===== src/design/mastermind_pkg.sv =====
package mastermind_pkg;

    // Board geometry
    localparam int PEGS        = 4;
    localparam int COLOUR_BITS = 3;

    // Guesses allowed per round unless the top level overrides it
    localparam int MAX_GUESSES_DEFAULT = 8;

    // One peg of eight colours
    typedef logic [COLOUR_BITS-1:0] colour_t;

    // Peg position within a row
    typedef logic [1:0] slot_t;

    // Slot 0 sits in the low bits and is entered first
    typedef colour_t [PEGS-1:0] peg_row_t;

    // Red or white count from 0 to PEGS
    typedef logic [2:0] peg_count_t;

    // Per-player score
    typedef logic [7:0] score_t;

endpackage


===== src/design/game_ctrl_if.sv =====
interface game_ctrl_if import mastermind_pkg::*; ();

    logic       load_code;
    logic       load_guess;
    slot_t      slot;
    colour_t    peg;
    logic       score_start;
    logic       score_done;
    peg_count_t red;
    peg_count_t white;
    logic       round_over;   // Qualified by score_done

    modport ctrl (
        output load_code, load_guess, slot, peg, score_start,
        input  score_done, round_over
    );

    modport reg_port (
        input load_code, load_guess, slot, peg
    );

    modport scorer (
        input  score_start,
        output score_done, red, white
    );

    modport keeper (
        input  score_done, red,
        output round_over
    );

endinterface


===== src/design/game_control.sv =====
module game_control import mastermind_pkg::*; (
    input  logic    clock,
    input  logic    resetn,
    input  colour_t peg_i,
    input  logic    peg_valid_i,
    output logic    peg_ready_o,
    game_ctrl_if.ctrl ctl
);

    typedef enum logic [1:0] {
        CODE_ENTRY,
        GUESS_ENTRY,
        SCORING
    } state_t;

    state_t state;
    slot_t  slot_q;
    logic   accept;
    logic   last_slot;

    // Ready in both entry states and held off while scoring
    assign peg_ready_o = (state != SCORING);
    assign accept      = peg_valid_i && peg_ready_o;
    assign last_slot   = (slot_q == slot_t'(PEGS - 1));

    assign ctl.load_code  = accept && (state == CODE_ENTRY);
    assign ctl.load_guess = accept && (state == GUESS_ENTRY);
    assign ctl.slot       = slot_q;
    assign ctl.peg        = peg_i;

    always_ff @(posedge clock) begin
        if (!resetn) begin
            state           <= CODE_ENTRY;
            slot_q          <= '0;
            ctl.score_start <= 1'b0;
        end else begin
            ctl.score_start <= 1'b0;

            if (accept) begin
                slot_q <= slot_q + 2'd1;   // Wraps to 0 after the last peg
            end

            case (state)
                CODE_ENTRY: begin
                    if (accept && last_slot) begin
                        state <= GUESS_ENTRY;
                    end
                end
                GUESS_ENTRY: begin
                    if (accept && last_slot) begin
                        state           <= SCORING;
                        ctl.score_start <= 1'b1;
                    end
                end
                SCORING: begin
                    // Round over means the other player now enters a code
                    if (ctl.score_done) begin
                        state <= ctl.round_over ? CODE_ENTRY : GUESS_ENTRY;
                    end
                end
                default: begin
                    state <= CODE_ENTRY;
                end
            endcase
        end
    end

    // Scorer result only expected while a guess is being scored
    done_in_scoring: assert property (
        @(posedge clock) disable iff (!resetn)
        ctl.score_done |-> (state == SCORING)
    );

endmodule


===== src/design/peg_register.sv =====
module peg_register import mastermind_pkg::*; #(
    parameter bit IS_CODE = 1'b0
) (
    input  logic     clock,
    input  logic     resetn,
    game_ctrl_if.reg_port bus,
    output peg_row_t row_o
);

    logic load;

    // Code row or guess row
    assign load = IS_CODE ? bus.load_code : bus.load_guess;

    // One slot per accepted peg
    always_ff @(posedge clock) begin
        if (load) begin
            row_o[bus.slot] <= bus.peg;
        end
    end

    // Control only ever fills one row at a time
    one_row_loading: assert property (
        @(posedge clock) disable iff (!resetn)
        !(bus.load_code && bus.load_guess)
    );

endmodule


===== src/design/peg_scorer.sv =====
module peg_scorer import mastermind_pkg::*; (
    input  logic     clock,
    input  logic     resetn,
    game_ctrl_if.scorer bus,
    input  peg_row_t code_i,
    input  peg_row_t guess_i
);

    logic            busy;
    slot_t           pos;        // Code position being walked
    logic [PEGS-1:0] exact;
    logic [PEGS-1:0] claimed;    // Guess positions already used
    logic [PEGS-1:0] exact_now;
    peg_count_t      red_now;
    peg_count_t      red_acc;
    peg_count_t      white_acc;
    logic            hit;
    slot_t           hit_idx;

    // Exact matches for the first cycle
    always_comb begin
        red_now = '0;
        for (int i = 0; i < PEGS; i++) begin
            exact_now[i] = (code_i[i] == guess_i[i]);
            red_now      = red_now + peg_count_t'(exact_now[i]);
        end
    end

    // Lowest free guess position with the colour at pos
    always_comb begin
        hit     = 1'b0;
        hit_idx = '0;
        for (int j = PEGS - 1; j >= 0; j--) begin
            if (!claimed[j] && (guess_i[j] == code_i[pos])) begin
                hit     = 1'b1;
                hit_idx = slot_t'(j);
            end
        end
        if (exact[pos]) begin
            hit = 1'b0;   // Already counted as red
        end
    end

    always_ff @(posedge clock) begin
        if (bus.score_start) begin
            exact     <= exact_now;
            claimed   <= exact_now;
            red_acc   <= red_now;
            white_acc <= '0;
        end else if (busy && hit) begin
            claimed[hit_idx] <= 1'b1;
            white_acc        <= white_acc + 3'd1;
        end
    end

    always_ff @(posedge clock) begin
        if (!resetn) begin
            busy           <= 1'b0;
            pos            <= '0;
            bus.score_done <= 1'b0;
            bus.red        <= '0;
            bus.white      <= '0;
        end else begin
            bus.score_done <= 1'b0;
            if (bus.score_start) begin
                busy <= 1'b1;
                pos  <= '0;
            end else if (busy) begin
                pos <= pos + 2'd1;
                if (pos == slot_t'(PEGS - 1)) begin
                    busy           <= 1'b0;
                    bus.score_done <= 1'b1;
                    bus.red        <= red_acc;
                    bus.white      <= white_acc + peg_count_t'(hit);
                end
            end
        end
    end

    // Each guess peg scores at most once
    pegs_bounded: assert property (
        @(posedge clock) disable iff (!resetn)
        bus.score_done |-> ({1'b0, bus.red} + {1'b0, bus.white}) <= 4'(PEGS)
    );

endmodule


===== src/design/score_keeper.sv =====
module score_keeper import mastermind_pkg::*; #(
    parameter int MAX_GUESSES = MAX_GUESSES_DEFAULT
) (
    input  logic   clock,
    input  logic   resetn,
    game_ctrl_if.keeper bus,
    output logic [$clog2(MAX_GUESSES + 1)-1:0] guess_count_o,
    output score_t score_one_o,
    output score_t score_two_o,
    output logic   setter_o
);

    localparam int CNT_W = $clog2(MAX_GUESSES + 1);

    logic solved;
    logic last_guess;

    assign solved     = (bus.red == peg_count_t'(PEGS));
    assign last_guess = (guess_count_o == CNT_W'(MAX_GUESSES - 1));

    // Seen by control in the same cycle as score_done
    assign bus.round_over = bus.score_done && (solved || last_guess);

    always_ff @(posedge clock) begin
        if (!resetn) begin
            guess_count_o <= '0;
            score_one_o   <= '0;
            score_two_o   <= '0;
            setter_o      <= 1'b0;   // Player one sets first
        end else if (bus.score_done) begin
            // Setter earns a point per guess made against their code
            if (setter_o) begin
                score_two_o <= score_two_o + 8'd1;
            end else begin
                score_one_o <= score_one_o + 8'd1;
            end

            if (bus.round_over) begin
                guess_count_o <= '0;
                setter_o      <= !setter_o;
            end else begin
                guess_count_o <= guess_count_o + CNT_W'(1);
            end
        end
    end

endmodule


===== src/design/mastermind_top.sv =====
module mastermind_top import mastermind_pkg::*; #(
    parameter int MAX_GUESSES = MAX_GUESSES_DEFAULT
) (
    input  logic       clock,
    input  logic       resetn,
    input  colour_t    peg_i,
    input  logic       peg_valid_i,
    output logic       peg_ready_o,
    output peg_count_t red_o,
    output peg_count_t white_o,
    output logic       result_valid_o,
    output logic [$clog2(MAX_GUESSES + 1)-1:0] guess_count_o,
    output score_t     score_one_o,
    output score_t     score_two_o,
    output logic       setter_o
);

    peg_row_t code_row;
    peg_row_t guess_row;

    game_ctrl_if ctl_bus ();

    game_control u_control (
        .clock       (clock),
        .resetn      (resetn),
        .peg_i       (peg_i),
        .peg_valid_i (peg_valid_i),
        .peg_ready_o (peg_ready_o),
        .ctl         (ctl_bus.ctrl)
    );

    peg_register #(.IS_CODE(1'b1)) code_reg (
        .clock  (clock),
        .resetn (resetn),
        .bus    (ctl_bus.reg_port),
        .row_o  (code_row)
    );

    peg_register #(.IS_CODE(1'b0)) guess_reg (
        .clock  (clock),
        .resetn (resetn),
        .bus    (ctl_bus.reg_port),
        .row_o  (guess_row)
    );

    peg_scorer u_scorer (
        .clock   (clock),
        .resetn  (resetn),
        .bus     (ctl_bus.scorer),
        .code_i  (code_row),
        .guess_i (guess_row)
    );

    score_keeper #(.MAX_GUESSES(MAX_GUESSES)) u_keeper (
        .clock         (clock),
        .resetn        (resetn),
        .bus           (ctl_bus.keeper),
        .guess_count_o (guess_count_o),
        .score_one_o   (score_one_o),
        .score_two_o   (score_two_o),
        .setter_o      (setter_o)
    );

    // Scorer registers hold until the next result
    assign red_o          = ctl_bus.red;
    assign white_o        = ctl_bus.white;
    assign result_valid_o = ctl_bus.score_done;

endmodule


===== config.mk =====
export PLATFORM = sky130hd
export DESIGN_NAME = mastermind_top
export DESIGN_NICKNAME = d
export VERILOG_FILES = /design/src/design/mastermind_pkg.sv /design/src/design/game_ctrl_if.sv /design/src/design/game_control.sv /design/src/design/peg_register.sv /design/src/design/peg_scorer.sv /design/src/design/score_keeper.sv /design/src/design/mastermind_top.sv
export SDC_FILE = /design/constraint.sdc
export NUM_CORES = 1
export LEC_CHECK = 0
export CORE_MARGIN = 3
export CORE_UTILIZATION = 60
export DETAILED_ROUTE_END_ITERATION = 8
export DONT_BUFFER_PORTS = 1
export MAX_ROUTING_LAYER = met4
export PLACE_DENSITY = 0.74
export SYNTH_ARGS = -nofsm -noshare
export SYNTH_HDL_FRONTEND = slang
export SYNTH_SLANG_ARGS = --single-unit

===== constraint.sdc =====
create_clock -name clock -period 3.2 [get_ports clock]
set_input_delay 0.16 -clock clock [delete_from_list [all_inputs] [get_ports clock]]
set_output_delay 0.16 -clock clock [all_outputs]
set_load 0.01 [all_outputs]

==> results.toml <==
[synthesis]
synthFlopType = "dfxtp_1"
netlist_area_um2 = 3360
ys.warnings.count = 0
post_synth_xor_area_fraction = 0.112
synth.yosys.seq_area_share = 0.546
portion_of_netlist_area_occupied_by_mux_cells = 0.0667
post_synth_fa_ha_maj_area_fraction = 0.0544
synth.ff_latch_count = 74
synth-simple-area-share = 0.160
mappedNetlistNets = 308
largest_family_of_logic_cells_by_synthesized_area = "simple AND/OR/NAND/NOR gates"
synthCells = 288
synth.lib_cells_used.distinct = 42
fraction_of_registers_with_async_set_reset = 0
synth_area_per_cell_um2 = 11.7
synth-compound-area-share = 0.0406
number_of_enable_flip_flop_cells_after_synthesis = 35

[finish]
final_net_count = 316
layoutNonFillerInstCount = 371
antenna-diode-count = 0
area.growth.synth_to_final_pct = 9.13
post_route_cells_drive_above_1_share = 0.0997
filler_cell_count = 409

[drt]
first_drt_iteration_drcs = 103
drt_pass1_iterations = 4
detail_route.wirelength.met1_um = 2790
route.antenna.remaining_nets = 0
topmost_layer_with_routed_signal_wires = "met4"
drc = 0
wl_met3_um = 328
post_drt_wl_per_cell_um = 16.3
finalWirelength_um = 6040
via_count = 2070
drt-vias-per-instance = 5.58
wl_met2_um = 2850

[place]
hpwl_reported_at_the_end_of_detailed_placement_um = 4400
placement.setup.worst_slack_ns = 0.205
placed_instances = 350
gp_routability_congestion = 0.787
buffer_ports.inserted = 0

[cts]
post_cts_resized = 0
clock_latency_on_the_worst_skew_pair_ns = 0.34
ctsHtreeMaxLevel = 3
clkSinkCount = 74
tritoncts = "built"
clk_pin_slew_worst_paths_ns = 0.08
post_cts_buffers = 0
cts_inserted_buffers = 9
maximum_root_to_sink_buffer_count = 2
clock_tree.root_cell = "clkbuf_8"

[timing]
setup_slack_ns = 0.202
finalCriticalPeriod_ns = 3.00
finalCritPeriodShare = 0.937
final.setup_skew_ns = 0.00833
max_freq_mhz = 334
worst_max_slew_pin_slew_ns = 0.905
max-slew-margin-rel = 0.396
report.final.setup_viol = 0
drv_slew = 0
totalNegativeSetupSlack_ns = 0
rsz0062_at_grt = "false"
timing_hold_violations_final = 0

[power]
p_switching_w = 0.000391
power_switching_share = 0.216
worst_ir_drop_vdd_v = 0.000389
static-leakage-power_nw = 1.37
combinational_power_share = 0.044
clkPwrFrac = 0.398
pwr_density_cell_nw_per_um2 = 493
cell_int_power_w = 0.00142
p_total_w = 0.00181
seq_power_share = 0.558

[global_route]
antenna_found_initial = 0
gr-usage-all-layers = 0.208
largest_net_degree_at_the_start_of_global_routing = 31
grt_first_pass_wirelength_um = 9820
grt.overflow.total = 0
grt_pass1_vias = 1993

[worst_hold_path]
min_path_type = "in -> reg"

[status]
run_status = "finished, final reports clean"

[setup_path]
worst-endpoint-arrival_ns = 3.19
worst-path-max-fanout = 6
cp-end-kind = "register"
critical_path_class = "reg -> reg"
worst_ep_required_time_ns = 3.40
critPathLaunchType = "register"

[floorplanning]
initial_core_utilization = 0.637
die_height_um = 80.8
io_pins = 35
dieArea_um2 = 6530
placementRows = 26
core_um2 = 5270
chipWidth_um = 80.8

[job]
cap_violations = 0
-- cell usage after synthesis (all sizes together) (2+ instances only) --
cell / instances / area, um2
nor2: 43 / 161
dfxtp: 39 / 781
edfxtp: 35 / 1050
xor2: 31 / 279
nand2: 18 / 70.1
ha: 13 / 163
xnor2: 11 / 96.3
mux2i: 10 / 100
clkbuf: 9 / 33.8
nor3: 9 / 45.0
a21oi: 8 / 40.0
nand2b: 8 / 50.1
nand4: 7 / 43.8
o21ai: 7 / 35.0
inv: 5 / 18.8
mux4: 4 / 93.8
or3: 4 / 25.0
nor2b: 3 / 18.8
or4: 3 / 33.8
a41oi: 2 / 36.3
and3: 2 / 12.5
buf: 2 / 16.3
mux2: 2 / 30.0
nand3: 2 / 15.0
nand4b: 2 / 23.8
-- state kept, by name, summed over array words and instances, names as in the netlist, 4 cells and up --
register,flops
u_scorer.exact,4
code_reg.row_o,12
u_keeper.guess_count_o,4
u_keeper.score_two_o,8
guess_reg.row_o,12
u_keeper.score_one_o,8
u_scorer.claimed,4
-- placed cells by master, fill, tap and decap left out, types with 2 or more instances in the layout --
| cell | instances |
|---|---|
| nor3_1 | 9 |
| dlygate4sd3_1 | 5 |
| o21ai_0 | 4 |
| clkbuf_1 | 2 |
| nand2_1 | 17 |
| xnor2_1 | 11 |
| a21oi_1 | 8 |
| or4_4 | 3 |
| and3_1 | 2 |
| mux2_4 | 2 |
| ha_1 | 13 |
| dfxtp_1 | 39 |
| buf_4 | 3 |
| edfxtp_1 | 35 |
| inv_1 | 5 |
| clkbuf_8 | 10 |
| xor2_1 | 30 |
| nor2_1 | 43 |
| o21ai_1 | 3 |
| nand4_1 | 7 |
| or3_1 | 4 |
| nand2b_1 | 8 |
| mux2i_1 | 10 |
| mux4_2 | 3 |
| nor2b_1 | 3 |
-- power by group through the flow --
stage	clock [W]	combinational, W	sequential, W
after global placement	0	0.0000666	0.00103
after CTS	0.000735	0.0000798	0.00101
after floorplan	0	0.0000568	0.00103
after detailed placement	0	0.0000702	0.00103
after global routing	0.000780	0.0000893	0.00101
final	0.000719	0.0000788	0.00101
-- cell type report --
class,instances,area (um2),area share
clock buffer,12,145,0.0396
clock inverter,4,51.3,0.0140
inverter,5,18.8,0.00512
multi-input combinational,198,1460,0.397
sequential,74,1830,0.500
tap,70,87.6,0.0239
timing repair buffer,8,72.6,0.0198
-- stage by stage --
| stage | cell area, um2 | hold WS, ns | utilization |
|---|---|---|---|
| CTS | 3660 | 0.0148 | 0.695 |
| detailed placement | 3420 | 0.259 | 0.648 |
| floorplan | 3360 | 0.259 | - |
| global route | 3660 | 0.0249 | 0.695 |
| finish | 3660 | 0.0308 | 0.695 |
| global placement | 3420 | 0.259 | 0.648 |
-- worst paths after layout --
kind	startpoint	endpoint	slack [ns]	cells past startpoint
max reg2reg	u_scorer.pos[0]$_SDFFE_PP0P_	u_scorer.bus.white[2]$_SDFFE_PN0P_	0.20	10
min	resetn	u_keeper.guess_count_o[0]$_SDFFE_PN0P_	0.03	2
min reg2reg	u_scorer.red_acc[0]$_DFFE_PP_	u_scorer.bus.red[0]$_SDFFE_PN0P_	0.48	2
max	u_scorer.pos[0]$_SDFFE_PP0P_	u_scorer.bus.white[2]$_SDFFE_PN0P_	0.20	10
-- worst max-delay path: stages, from the launching register on --
cell and delay [ns]:
dfxtp_1 0.52, mux4_2 0.63, xor2_1 0.18, or4_4 0.55, a41oi_4 0.29, ha_1 0.19, ha_1 0.15, xnor2_1 0.11
nor2_1 0.05, a21oi_1 0.13, nor2_1 0.06
-- what timing repair did --
action,in CTS,in global routing
hold buffers,5,0
endpoints found under the hold margin,27,0
endpoints found under the setup margin,0,0
-- cells by family (layout without fill, tap and decap cells) --
logic type               count (synthesis)  in the layout
AO/OA/AOI/OAI                           20             20
buffers and inverters                   16             29
XOR/XNOR                                42             42
multiplexers                            16             16
AND/OR/NAND/NOR                        106            106
adder cells (fa/ha/maj)                 14             14
flip-flops                              74             74
-- metal layers --
layer,vias up,track usage
li1,1020,-
met1,987,0.267
met2,55,0.306
met3,8,0.0809
met4,0,0.0642
met5,-,-
Note: power is estimated with default switching activity, not from simulation.
